## config.mk

```make
export PLATFORM = sky130hd
export DESIGN_NAME = dmac_top
export DESIGN_NICKNAME = d
export VERILOG_FILES = /design/src/dmac_pkg.sv /design/src/dmac_top.sv /design/src/cpu_bus_sm.sv /design/src/dmac_fifo.sv /design/src/dmac_regs.sv
export VERILOG_INCLUDE_DIRS = /design/src
export SDC_FILE = /design/constraint.sdc
export NUM_CORES = 1
export LEC_CHECK = 0
export BUFFER_PORTS_ARGS = -buffer_cell sky130_fd_sc_hd__buf_2
export CAP_MARGIN = 20
export CORE_MARGIN = 8
export CORE_UTILIZATION = 55
export CTS_CLUSTER_DIAMETER = 80
export DETAILED_ROUTE_END_ITERATION = 6
export PLACE_DENSITY = 0.73
export SYNTH_ARGS = -nofsm -noshare
export SYNTH_HDL_FRONTEND = slang
export SYNTH_HIERARCHICAL = 1
export SYNTH_SLANG_ARGS = --single-unit
```

## constraint.sdc

```tcl
create_clock -name BCLK -period 12.3 [get_ports BCLK]
set_input_delay 1.23 -clock BCLK [delete_from_list [all_inputs] [get_ports BCLK]]
set_output_delay 1.23 -clock BCLK [all_outputs]
set_load 0.005 [all_outputs]
```

## src/dmac_defines.svh

```systemverilog
// dma controller sizing and host register map

`ifndef DMAC_DEFINES_SVH
`define DMAC_DEFINES_SVH

// longword fifo between peripheral and bus master
`define DMAC_FIFO_DEPTH 8
`define DMAC_FIFO_AW    3

// remaining word count
`define DMAC_CNT_W      16

// host register offsets, 2-bit register address
`define DMAC_REG_CTRL   2'd0
`define DMAC_REG_ADDR   2'd1
`define DMAC_REG_CNT    2'd2
`define DMAC_REG_STAT   2'd3

// status register bits
`define DMAC_STAT_DONE  0
`define DMAC_STAT_OVF   1
`define DMAC_STAT_BUSY  2

`endif
```

## src/dmac_pkg.sv

```systemverilog
// dma controller shared types for data words, bus state and bus signal bundles
`include "dmac_defines.svh"

package dmac_pkg;

    typedef logic [31:0] word_t;
    typedef logic [31:0] addr_t;
    typedef logic [`DMAC_CNT_W-1:0] cnt_t;

    // one bit wider than the pointer so that full and empty differ
    typedef logic [`DMAC_FIFO_AW:0] fifo_lvl_t;

    typedef enum logic [2:0] {
        IDLE,
        ARB,
        ADDR,
        DATA,
        LOW_HALF,
        ADVANCE,
        RELEASE
    } bus_state_e;

    // dir set means memory to peripheral
    typedef struct packed {
        logic enable;
        logic dir;
        logic irq_en;
    } dmac_ctrl_t;

    // rw high is a read; size1 marks the low half cycle of a 16-bit port
    typedef struct packed {
        logic  as;
        logic  ds;
        logic  rw;
        logic  size1;
        addr_t addr;
        word_t wdata;
    } cpu_bus_t;

endpackage

```

## src/dmac_top.sv

```systemverilog
// dma controller top level joining host registers, longword fifo and bus master
`timescale 1ns/1ps

module dmac_top (
    input  logic                BCLK,
    input  logic                CCRESET_,
    input  logic                reg_wr,
    input  logic [1:0]          reg_addr,
    input  dmac_pkg::word_t     reg_wdata,
    output dmac_pkg::word_t     reg_rdata,
    input  logic                periph_push,
    input  dmac_pkg::word_t     periph_wdata,
    input  logic                periph_pop,
    output dmac_pkg::word_t     periph_rdata,
    output logic                periph_avail,
    output logic                bus_req,
    output logic                bgack,
    output dmac_pkg::cpu_bus_t  bus_out,
    input  logic                bus_grant,
    input  logic [1:0]          dsack,
    input  logic                sterm,
    input  dmac_pkg::word_t     bus_rdata,
    output logic                irq
);

    dmac_pkg::dmac_ctrl_t ctrl;
    dmac_pkg::addr_t      start_addr;
    dmac_pkg::cnt_t       start_cnt;
    logic                 load;
    dmac_pkg::addr_t      cur_addr;
    dmac_pkg::cnt_t       cur_cnt;
    logic                 busy;
    logic                 done_pulse;
    logic                 overflow_pulse;
    logic                 sm_fifo_rd;
    logic                 sm_fifo_wr;
    dmac_pkg::word_t      sm_fifo_wdata;
    dmac_pkg::fifo_lvl_t  fifo_level;
    dmac_pkg::word_t      fifo_head;
    logic                 fifo_wr;
    logic                 fifo_rd;
    dmac_pkg::word_t      fifo_wdata;

    // peripheral fills the fifo when dir is 0, bus master fills it when dir is 1
    assign fifo_wr    = ctrl.dir ? sm_fifo_wr : periph_push;
    assign fifo_wdata = ctrl.dir ? sm_fifo_wdata : periph_wdata;
    assign fifo_rd    = ctrl.dir ? periph_pop : sm_fifo_rd;

    assign periph_rdata = fifo_head;
    assign periph_avail = (fifo_level != '0);

    dmac_regs u_regs (
        .BCLK           (BCLK),
        .CCRESET_       (CCRESET_),
        .reg_wr         (reg_wr),
        .reg_addr       (reg_addr),
        .reg_wdata      (reg_wdata),
        .cur_addr       (cur_addr),
        .cur_cnt        (cur_cnt),
        .busy           (busy),
        .done_pulse     (done_pulse),
        .overflow_pulse (overflow_pulse),
        .reg_rdata      (reg_rdata),
        .ctrl           (ctrl),
        .start_addr     (start_addr),
        .start_cnt      (start_cnt),
        .load           (load),
        .irq            (irq)
    );

    dmac_fifo u_fifo (
        .BCLK           (BCLK),
        .CCRESET_       (CCRESET_),
        .wr             (fifo_wr),
        .wdata          (fifo_wdata),
        .rd             (fifo_rd),
        .rdata          (fifo_head),
        .level          (fifo_level),
        .overflow_pulse (overflow_pulse)
    );

    cpu_bus_sm u_bus_sm (
        .BCLK       (BCLK),
        .CCRESET_   (CCRESET_),
        .ctrl       (ctrl),
        .start_addr (start_addr),
        .start_cnt  (start_cnt),
        .load       (load),
        .bus_grant  (bus_grant),
        .dsack      (dsack),
        .sterm      (sterm),
        .bus_rdata  (bus_rdata),
        .fifo_level (fifo_level),
        .fifo_head  (fifo_head),
        .bus_req    (bus_req),
        .bgack      (bgack),
        .bus_out    (bus_out),
        .cur_addr   (cur_addr),
        .cur_cnt    (cur_cnt),
        .busy       (busy),
        .done_pulse (done_pulse),
        .fifo_rd    (sm_fifo_rd),
        .fifo_wr    (sm_fifo_wr),
        .fifo_wdata (sm_fifo_wdata)
    );

endmodule

```

## src/cpu_bus_sm.sv

```systemverilog
// bus master that arbitrates, runs 32-bit and 16-bit port cycles and advances address and count
`timescale 1ns/1ps
`include "dmac_defines.svh"

module cpu_bus_sm (
    input  logic                 BCLK,
    input  logic                 CCRESET_,
    input  dmac_pkg::dmac_ctrl_t ctrl,
    input  dmac_pkg::addr_t      start_addr,
    input  dmac_pkg::cnt_t       start_cnt,
    input  logic                 load,
    input  logic                 bus_grant,
    input  logic [1:0]           dsack,
    input  logic                 sterm,
    input  dmac_pkg::word_t      bus_rdata,
    input  dmac_pkg::fifo_lvl_t  fifo_level,
    input  dmac_pkg::word_t      fifo_head,
    output logic                 bus_req,
    output logic                 bgack,
    output dmac_pkg::cpu_bus_t   bus_out,
    output dmac_pkg::addr_t      cur_addr,
    output dmac_pkg::cnt_t       cur_cnt,
    output logic                 busy,
    output logic                 done_pulse,
    output logic                 fifo_rd,
    output logic                 fifo_wr,
    output dmac_pkg::word_t      fifo_wdata
);

    localparam dmac_pkg::fifo_lvl_t LVL_FULL = `DMAC_FIFO_DEPTH;

    dmac_pkg::bus_state_e state;
    dmac_pkg::bus_state_e state_nxt;
    logic                 grant_q;
    logic [1:0]           dsack_q;
    logic                 sterm_q;
    dmac_pkg::word_t      rdata_q;
    dmac_pkg::word_t      data_q;
    logic                 low_half;
    logic                 strobe_on;
    logic                 term;
    logic                 port16;
    logic                 work_now;
    logic                 work_next;
    logic                 more;

    assign strobe_on = (state == dmac_pkg::ADDR) || (state == dmac_pkg::DATA);

    assign term   = sterm_q || (dsack_q != 2'b00);
    assign port16 = !sterm_q && (dsack_q == 2'b10);

    // room or data for one more word; next looks past the word moved in this ADVANCE
    assign work_now  = ctrl.dir ? (fifo_level < LVL_FULL) : (fifo_level != '0);
    assign work_next = ctrl.dir ? (fifo_level < LVL_FULL - 1'b1)
                                : (fifo_level > dmac_pkg::fifo_lvl_t'(1));
    assign more = (cur_cnt != dmac_pkg::cnt_t'(1)) && ctrl.enable && work_next;

    always_comb begin
        state_nxt = state;
        case (state)
            dmac_pkg::IDLE: begin
                if (load && (start_cnt != '0)) begin
                    state_nxt = dmac_pkg::ARB;
                end
            end
            dmac_pkg::ARB: begin
                if (!ctrl.enable) begin
                    state_nxt = dmac_pkg::IDLE;
                end else if (grant_q && work_now) begin
                    state_nxt = dmac_pkg::ADDR;
                end
            end
            dmac_pkg::ADDR: state_nxt = dmac_pkg::DATA;
            dmac_pkg::DATA: begin
                if (term) begin
                    state_nxt = (port16 && !low_half) ? dmac_pkg::LOW_HALF : dmac_pkg::ADVANCE;
                end
            end
            dmac_pkg::LOW_HALF: state_nxt = dmac_pkg::ADDR;
            dmac_pkg::ADVANCE:  state_nxt = more ? dmac_pkg::ADDR : dmac_pkg::RELEASE;
            dmac_pkg::RELEASE: begin
                state_nxt = ((cur_cnt != '0) && ctrl.enable) ? dmac_pkg::ARB : dmac_pkg::IDLE;
            end
            default: state_nxt = dmac_pkg::IDLE;
        endcase
    end

    always_ff @(posedge BCLK or negedge CCRESET_) begin
        if (!CCRESET_) begin
            state      <= dmac_pkg::IDLE;
            grant_q    <= 1'b0;
            dsack_q    <= 2'b00;
            sterm_q    <= 1'b0;
            low_half   <= 1'b0;
            cur_addr   <= '0;
            cur_cnt    <= '0;
            done_pulse <= 1'b0;
        end else begin
            state   <= state_nxt;
            grant_q <= bus_grant;
            // termination is only taken while the strobes are out, stale acks are dropped
            dsack_q <= strobe_on ? dsack : 2'b00;
            sterm_q <= strobe_on && sterm;
            done_pulse <= 1'b0;
            if ((state == dmac_pkg::IDLE) && load) begin
                cur_addr   <= start_addr;
                cur_cnt    <= start_cnt;
                done_pulse <= (start_cnt == '0);
            end
            if ((state == dmac_pkg::DATA) && term) begin
                low_half <= port16 && !low_half;
            end
            if (state == dmac_pkg::ADVANCE) begin
                cur_addr   <= cur_addr + 32'd4;
                cur_cnt    <= cur_cnt - 1'b1;
                done_pulse <= (cur_cnt == dmac_pkg::cnt_t'(1));
            end
        end
    end

    // read data, a 16-bit port answers on D31:16 for both halves
    always_ff @(posedge BCLK) begin
        rdata_q <= bus_rdata;
        if ((state == dmac_pkg::DATA) && term) begin
            if (low_half) begin
                data_q[15:0] <= port16 ? rdata_q[31:16] : rdata_q[15:0];
            end else if (port16) begin
                data_q[31:16] <= rdata_q[31:16];
            end else begin
                data_q <= rdata_q;
            end
        end
    end

    assign busy    = (state != dmac_pkg::IDLE);
    assign bus_req = (state == dmac_pkg::ARB) && ctrl.enable && work_now;
    assign bgack   = strobe_on || (state == dmac_pkg::LOW_HALF)
                     || (state == dmac_pkg::ADVANCE);

    assign fifo_rd    = (state == dmac_pkg::ADVANCE) && !ctrl.dir;
    assign fifo_wr    = (state == dmac_pkg::ADVANCE) && ctrl.dir;
    assign fifo_wdata = data_q;

    always_comb begin
        bus_out.as    = strobe_on;
        bus_out.ds    = (state == dmac_pkg::DATA);
        bus_out.rw    = ctrl.dir;
        bus_out.size1 = strobe_on && low_half;
        bus_out.addr  = low_half ? cur_addr + 32'd2 : cur_addr;
        // low word goes out on both halves so a 16-bit port finds it on D31:16
        bus_out.wdata = low_half ? {fifo_head[15:0], fifo_head[15:0]} : fifo_head;
    end

endmodule

```

## src/dmac_fifo.sv

```systemverilog
// longword fifo between the peripheral strobes and the bus master, flags dropped pushes
`timescale 1ns/1ps
`include "dmac_defines.svh"

module dmac_fifo (
    input  logic                BCLK,
    input  logic                CCRESET_,
    input  logic                wr,
    input  dmac_pkg::word_t     wdata,
    input  logic                rd,
    output dmac_pkg::word_t     rdata,
    output dmac_pkg::fifo_lvl_t level,
    output logic                overflow_pulse
);

    localparam dmac_pkg::fifo_lvl_t LVL_FULL = `DMAC_FIFO_DEPTH;

    dmac_pkg::word_t          mem [0:`DMAC_FIFO_DEPTH-1];
    logic [`DMAC_FIFO_AW-1:0] wptr;
    logic [`DMAC_FIFO_AW-1:0] rptr;
    logic                     full;
    logic                     empty;
    logic                     do_wr;
    logic                     do_rd;

    assign full  = (level == LVL_FULL);
    assign empty = (level == '0);

    // a read frees the slot in the same cycle, so a full fifo still takes a write
    assign do_rd = rd && !empty;
    assign do_wr = wr && (!full || do_rd);

    always_ff @(posedge BCLK) begin
        if (do_wr) begin
            mem[wptr] <= wdata;
        end
    end

    always_ff @(posedge BCLK or negedge CCRESET_) begin
        if (!CCRESET_) begin
            wptr           <= '0;
            rptr           <= '0;
            level          <= '0;
            overflow_pulse <= 1'b0;
        end else begin
            if (do_wr) begin
                wptr <= wptr + 1'b1;
            end
            if (do_rd) begin
                rptr <= rptr + 1'b1;
            end
            case ({do_wr, do_rd})
                2'b10:   level <= level + 1'b1;
                2'b01:   level <= level - 1'b1;
                default: level <= level;
            endcase
            overflow_pulse <= wr && !do_wr;
        end
    end

    // head of queue, valid while level is nonzero
    assign rdata = mem[rptr];

endmodule

```

## src/dmac_regs.sv

```systemverilog
// host register block with control, address, count and sticky status, drives the interrupt
`timescale 1ns/1ps
`include "dmac_defines.svh"

module dmac_regs (
    input  logic                 BCLK,
    input  logic                 CCRESET_,
    input  logic                 reg_wr,
    input  logic [1:0]           reg_addr,
    input  dmac_pkg::word_t      reg_wdata,
    input  dmac_pkg::addr_t      cur_addr,
    input  dmac_pkg::cnt_t       cur_cnt,
    input  logic                 busy,
    input  logic                 done_pulse,
    input  logic                 overflow_pulse,
    output dmac_pkg::word_t      reg_rdata,
    output dmac_pkg::dmac_ctrl_t ctrl,
    output dmac_pkg::addr_t      start_addr,
    output dmac_pkg::cnt_t       start_cnt,
    output logic                 load,
    output logic                 irq
);

    logic           wr_ctrl;
    logic           wr_addr;
    logic           wr_cnt;
    logic           wr_stat;
    logic           done_q;
    logic           ovf_q;
    dmac_pkg::cnt_t rd_cnt;

    assign wr_ctrl = reg_wr && (reg_addr == `DMAC_REG_CTRL);
    assign wr_addr = reg_wr && (reg_addr == `DMAC_REG_ADDR);
    assign wr_cnt  = reg_wr && (reg_addr == `DMAC_REG_CNT);
    assign wr_stat = reg_wr && (reg_addr == `DMAC_REG_STAT);

    always_ff @(posedge BCLK or negedge CCRESET_) begin
        if (!CCRESET_) begin
            ctrl       <= '0;
            start_addr <= '0;
            start_cnt  <= '0;
            load       <= 1'b0;
            done_q     <= 1'b0;
            ovf_q      <= 1'b0;
            irq        <= 1'b0;
        end else begin
            if (wr_ctrl) begin
                ctrl <= dmac_pkg::dmac_ctrl_t'(reg_wdata[2:0]);
            end
            // follow the bus master while it runs so the final position is kept afterwards
            if (busy) begin
                start_addr <= cur_addr;
                start_cnt  <= cur_cnt;
            end else begin
                if (wr_addr) begin
                    start_addr <= reg_wdata;
                end
                if (wr_cnt) begin
                    start_cnt <= reg_wdata[`DMAC_CNT_W-1:0];
                end
            end
            load <= wr_ctrl && reg_wdata[2];
            // a new event wins over a clear in the same cycle
            if (done_pulse) begin
                done_q <= 1'b1;
            end else if (wr_stat && reg_wdata[0]) begin
                done_q <= 1'b0;
            end
            if (overflow_pulse) begin
                ovf_q <= 1'b1;
            end else if (wr_stat && reg_wdata[0]) begin
                ovf_q <= 1'b0;
            end
            irq <= done_q && ctrl.irq_en;
        end
    end

    assign rd_cnt = busy ? cur_cnt : start_cnt;

    always_comb begin
        reg_rdata = '0;
        case (reg_addr)
            `DMAC_REG_CTRL: reg_rdata = dmac_pkg::word_t'(ctrl);
            `DMAC_REG_ADDR: reg_rdata = busy ? cur_addr : start_addr;
            `DMAC_REG_CNT:  reg_rdata = dmac_pkg::word_t'(rd_cnt);
            default: begin
                reg_rdata[`DMAC_STAT_DONE] = done_q;
                reg_rdata[`DMAC_STAT_OVF]  = ovf_q;
                reg_rdata[`DMAC_STAT_BUSY] = busy;
            end
        endcase
    end

endmodule

```

**Word level (Yosys, flattened, before mapping)**

Memory sizes are Yosys's and may differ from the RTL's.
Index checks and enable logic that the tools add are counted.

- Register bits: 187
- Bits in latches: 0
- Memory bits (writable): 256
- Bits in read-only memories: 0
- Input port bits: 107
- Output and inout bits: 136
- Memories kept: 1

- $add $sub $neg: 7
- Multipliers: 0
- Divide/modulo/power cells: 0
- Order comparisons: 3
- Equality and inequality tests: 19
- Shifts and indexed selects: 0
- Mux-type cells: 39
- Bitwise logic cells: 1
- Reductions and logical operators: 54

Memory list:

| memory | words | bits a word | rd ports | clocked after memory_dff | write ports | line | RTL |
|---|---|---|---|---|---|---|---|
| u_fifo.mem | 8 | 32 | 1 | 0 | 1 | dmac_fifo.sv:18 | `` dmac_pkg::word_t mem [0:`DMAC_FIFO_DEPTH-1]; `` |

Operator list:

| operator | count |
|---|---|
| 32-bit 2-to-1 mux | 8 |
| 16-bit 2-to-1 mux | 8 |
| 29-bit one-hot mux with 2 select lines | 1 |
| 32-bit by 2-bit adder with 32-bit output (second input constant) | 1 |
| 32-bit by 3-bit adder with 32-bit output (second input constant) | 1 |
| 16-bit nonzero test | 2 |
| 1-bit logical AND | 25 |
| 3-bit one-hot mux with 7 select lines | 1 |
| 16-bit by 1-bit equality test with 1-bit output (second input constant) | 1 |
| 16-bit logical NOT | 1 |
| 16-bit by 1-bit != test with 1-bit output (second input constant) | 1 |
| 16-bit by 1-bit subtractor with 16-bit output (second input constant) | 1 |
| 3-bit 2-to-1 mux | 5 |
| 2-bit nonzero test | 7 |
| 1-bit 2-to-1 mux | 13 |
| 3-bit equality test (second input constant) | 3 |
| 3-bit one-hot mux with 3 select lines | 1 |
| 2-bit equality test (second input constant) | 4 |
| 4-bit one-hot mux with 2 select lines | 1 |
| 3-bit by 1-bit adder with 3-bit output (second input constant) | 2 |
| 3-bit by 2-bit equality test with 1-bit output (second input constant) | 2 |
| 1-bit logical NOT | 6 |
| 2-bit by 1-bit != test with 1-bit output (second input constant) | 3 |
| 1-bit logical OR | 5 |
| 18 further kinds | 20 |

**Depth between registers and ports, before layout**

- Depth in word-level cells: 8
- Mapped depth: 14
- Depth with buffers taken out: 11

**Hierarchy**

Netlist, hierarchy kept.

Modules (own cells, without submodules):

| module | instances | cells each | area each (um^2) | seq. area each (um^2) |
|---|---|---|---|---|
| dmac_fifo | 1 | 435 | 10,264.8 | 7,962.6 |
| cpu_bus_sm | 1 | 591 | 5,992.0 | 3,027.9 |
| dmac_regs | 1 | 329 | 3,203.1 | 1,376.3 |
| dmac_top | 1 | 39 | 574.3 | 0.0 |

**Worst setup path after synthesis**

No wires, ideal clock.

- Kind: input -> register
- From: in periph_pop
- To: mem u_fifo/mem[0][0] (netlist name), enable pin
- Arrival time: 4.785 ns
- Path slack: 7.014 ns
- Cell stages on the path: 4
- Path buffers: 0
- Cells stage by stage: mux2_2 -> nand2b_1 -> o21ai_2 -> nor4_1

- Cells in the longest elaborated chain, start to end: 6

RTL lines:

| what | line | RTL |
|---|---|---|
| start: declaration | dmac_top.sv:13 | `input logic periph_pop,` |
| 1-bit 2-to-1 mux | dmac_top.sv:47 | `assign fifo_rd = ctrl.dir ? periph_pop : sm_fifo_rd;` |
| 1-bit logical AND | dmac_fifo.sv:30 | `assign do_rd = rd && !empty;` |
| 1-bit logical OR | dmac_fifo.sv:31 | `assign do_wr = wr && (!full \|\| do_rd);` |
| 1-bit logical AND | dmac_fifo.sv:31 |  |
| 1-bit 2-to-1 mux | dmac_fifo.sv:34 | `if (do_wr) begin` |
| 1-bit 2-to-1 mux (not written as such) | dmac_fifo.sv:35 | `mem[wptr] <= wdata;` |
| end: declaration | dmac_fifo.sv:18 |  |

Every way passes these cells.

==> results.json <==
{
  "fin_ws_ps": 7630,
  "yosys.area.top_type": "edfxtp_1",
  "worst_ep_required_time_ps": 11070,
  "p_total_mw": 5.46,
  "ys_seq_area_share_pct": 61.7,
  "coreArea_um2": 36300,
  "worstPathCellList": "buf_4 -> mux4_2 -> mux2_2 -> mux2_2 -> buf_2",
  "hpwl_um": 33600,
  "end_kind": "primary output",
  "setup_viol": 0,
  "syn_inst": 1394,
  "clockBufferDepth": 3,
  "critPathBufInv": 2,
  "path_class": "flip-flop to primary output",
  "hold_path_class": "flip-flop to flip-flop",
  "drive_gt1_share_pct": 33.7,
  "syn_area_um2": 20000,
  "grt.overflow.total": 0,
  "cts.clk_slew.worst_paths_ps": 60,
  "synth_top_area_share_pct": 43.2,
  "start_kind": "flip-flop",
  "fmax_mhz": 214,
  "tightest_slew_ps": 1010,
  "rrSetupSlack_ps": 8990,
  "crit_fanout": 35,
  "postCtsHoldBufs": 0,
  "portBuffers": 242,
  "cts_tree": "yes",
  "synth_edf_count": 288,
  "cts_buffers": 45,
  "fin_skew_ps": 21.1,
  "clkSinkCount": 443,
  "synthArstFlopShare_pct": 27.8,
  "grt_usage_pct": 23.6,
  "grt_pass1_wl_um": 76600,
  "finalMaxSlewViolations": 0,
  "period_needed_ps": 4670,
  "ys_types": 77,
  "yosys_warnings": 6,
  "syn_nets": 1515,
  "reg2reg_from": "u_regs/ctrl[1]",
  "ys_seq_elements": 443,
  "io_pins": 243,
  "drcViolationCount": 0,
  "status": "finished, final reports clean",
  "num_rows": 70,
  "min-delay-start": "u_bus_sm/rdata_q[25]",
  "critPathMostFrequentCell": "mux2_2",
  "ant_nets": 0,
  "wl_per_cell_um": 24.3,
  "rsz0062_at_grt": "no",
  "yosys-top-cells-count": "edfxtp_1, nand2_1, dfrtp_1, mux2_2, mux2i_1",
  "grt_max_degree": 90,
  "drt-total-wl_um": 51400,
  "synth.area.top_cells": "edfxtp_1, dfrtp_1, mux4_2",
  "die_x_um": 207,
  "finalCritPeriodShare_pct": 37.9,
  "cts_resized": 0,
  "relSlewSlack_pct": 32.6,
  "ir_drop_mv": 0.111,
  "viasPerCell": 6.12,
  "cts_setup_buffers": 0,
  "postSynthAreaPerCell_um2": 14.4,
  "power.density_nw_per_um2": 237,
  "antenna_found_initial": 7,
  "min_to": "u_bus_sm/fifo_wdata[25]",
  "dr.pass1.iters": 7,
  "placed_area_um2": 21500,
  "htree_levels": 2,
  "r2r_cells": 7,
  "final_area_um2": 23000,
  "tns_ps": 0,
  "synth_most_common_cell": "edfxtp_1",
  "worstHoldPathCells": 0,
  "drt_iter0_drc": 1073,
  "initial_core_util_pct": 55.3,
  "drv_cap": 0,
  "grt_pass1_vias": 13000,
  "cp_slowest_stage_delay_ps": 880,
  "holdWs_ps": 424,
  "globalplace.congestion": 0.927,
  "area_growth_pct": 14.9,
  "slowest_stage": "dfrtp_4",
  "synthFlopType": "edfxtp_1",
  "critical_path.top_delay_family": "multiplexers",
  "die_area_um2": 42800,
  "clockRootBuffer": "clkbuf_16",
  "r2r-end": "u_fifo/mem[3][19]",
  "fin_nets": 1729,
  "clk_latency_ps": 560,
  "hold_violations": 0,
  "leakagePower_nw": 9.14,
  "pre_cts_ws_ps": 8130,
  "vias": 12900,
  "arrival_ps": 3440,
  "die_y_um": 207
}
## kinds of logic (layout without fill, tap and decap cells)
family                   Yosys count  after routing  synth area share (%)
AO/OA/AOI/OAI                    197            197                  6.43
XOR/XNOR                          40             40                  1.75
adder cells (fa/ha/maj)           14             14                 0.912
buffers and inverters            118            369                  3.35
flip-flops                       443            443                  61.7
multiplexers                     243            243                  17.5
other                              0              2                     0
AND/OR/NAND/NOR                  339            339                  8.36
## report_power, final
part / switching [mW] / internal, mW
Combinational: 0.943 / 0.852
Sequential: 0.362 / 1.92
Clock: 0.567 / 0.814
Total: 1.87 / 3.59
## per-stage QoR
step / std cells / utilization [%]
after detailed placement: 2028 / 59.2
after global placement: 2028 / 59.2
final: 2115 / 63.5
after CTS: 2112 / 63.5
after floorplan: 1394 / -
after global routing: 2115 / 63.5
## layout make-up
type | instances | area (um2)
diodes | 2 | 5.00
clock buffers | 58 | 1260
clock inverters | 26 | 262
fillers | 2654 | 13200
inverters | 19 | 71.3
multi-input cells | 833 | 7060
flip-flops and latches | 443 | 12400
well taps | 468 | 586
repair buffers | 266 | 1400
## sequential cells by signal, summed over array words and instances (netlist names), 3 cells and up
register	cells
u_fifo/wptr	3
u_bus_sm/rdata_q	32
u_regs/start_addr	32
u_bus_sm/cur_cnt	16
u_regs/start_cnt	16
u_fifo/mem	256
u_bus_sm/cur_addr	32
u_fifo/rptr	3
u_fifo/level	4
u_bus_sm/state	3
u_regs/ctrl	3
u_bus_sm/fifo_wdata	32
## metal layers
| layer | wire length, um | vias to the layer above | part of all wire (%) | track usage [%] |
|---|---|---|---|---|
| li1 | - | 5709 | - | - |
| met1 | 20700 | 6484 | 40 | 32.2 |
| met2 | 24800 | 630 | 48 | 38.1 |
| met3 | 4500 | 104 | 8.8 | 4.71 |
| met4 | 1320 | 8 | 2.6 | 7.22 |
| met5 | 53 | - | 0.10 | 0 |
## worst reg2reg max path: stages, from the launching register on
cell	delay [ps]
dfrtp_2	330
buf_4	640
mux2_2	370
nand2b_1	210
o21a_1	180
nand2_1	220
nor2_4	580
buf_4	440
## cells in the final DEF, fill, tap and decap left out, types with 14 or more instances in the layout
master / netlist / final
nor3_1: 19 / 15
inv_1: 18 / 18
mux2_4: 34 / 34
o21ai_0: 55 / 55
o22ai_1: 19 / 19
nand2_1: 133 / 133
xor2_1: 14 / 14
nand4_1: 15 / 15
dfrtp_1: 123 / 120
clkbuf_16: 0 / 45
xnor2_1: 26 / 26
mux2i_1: 68 / 68
dfxtp_1: 32 / 32
buf_2: 25 / 241
mux2_2: 77 / 77
mux4_2: 64 / 64
a21oi_1: 38 / 37
buf_4: 31 / 24
nor2_1: 61 / 57
edfxtp_1: 288 / 288
nand3_1: 30 / 30
## how the worst max path moves through the flow
stage,end,start,cells after the start
floorplan,u_fifo/mem[0][0],periph_pop,4
global placement,bus_out[31],u_fifo/rptr[0],5
detailed placement,bus_out[31],u_fifo/rptr[0],5
CTS,bus_out[31],u_fifo/rptr[0],5
global route,bus_out[31],u_fifo/rptr[0],5
finish,bus_out[31],u_fifo/rptr[0],5
No activity file was read; power rests on OpenSTA's default activity.
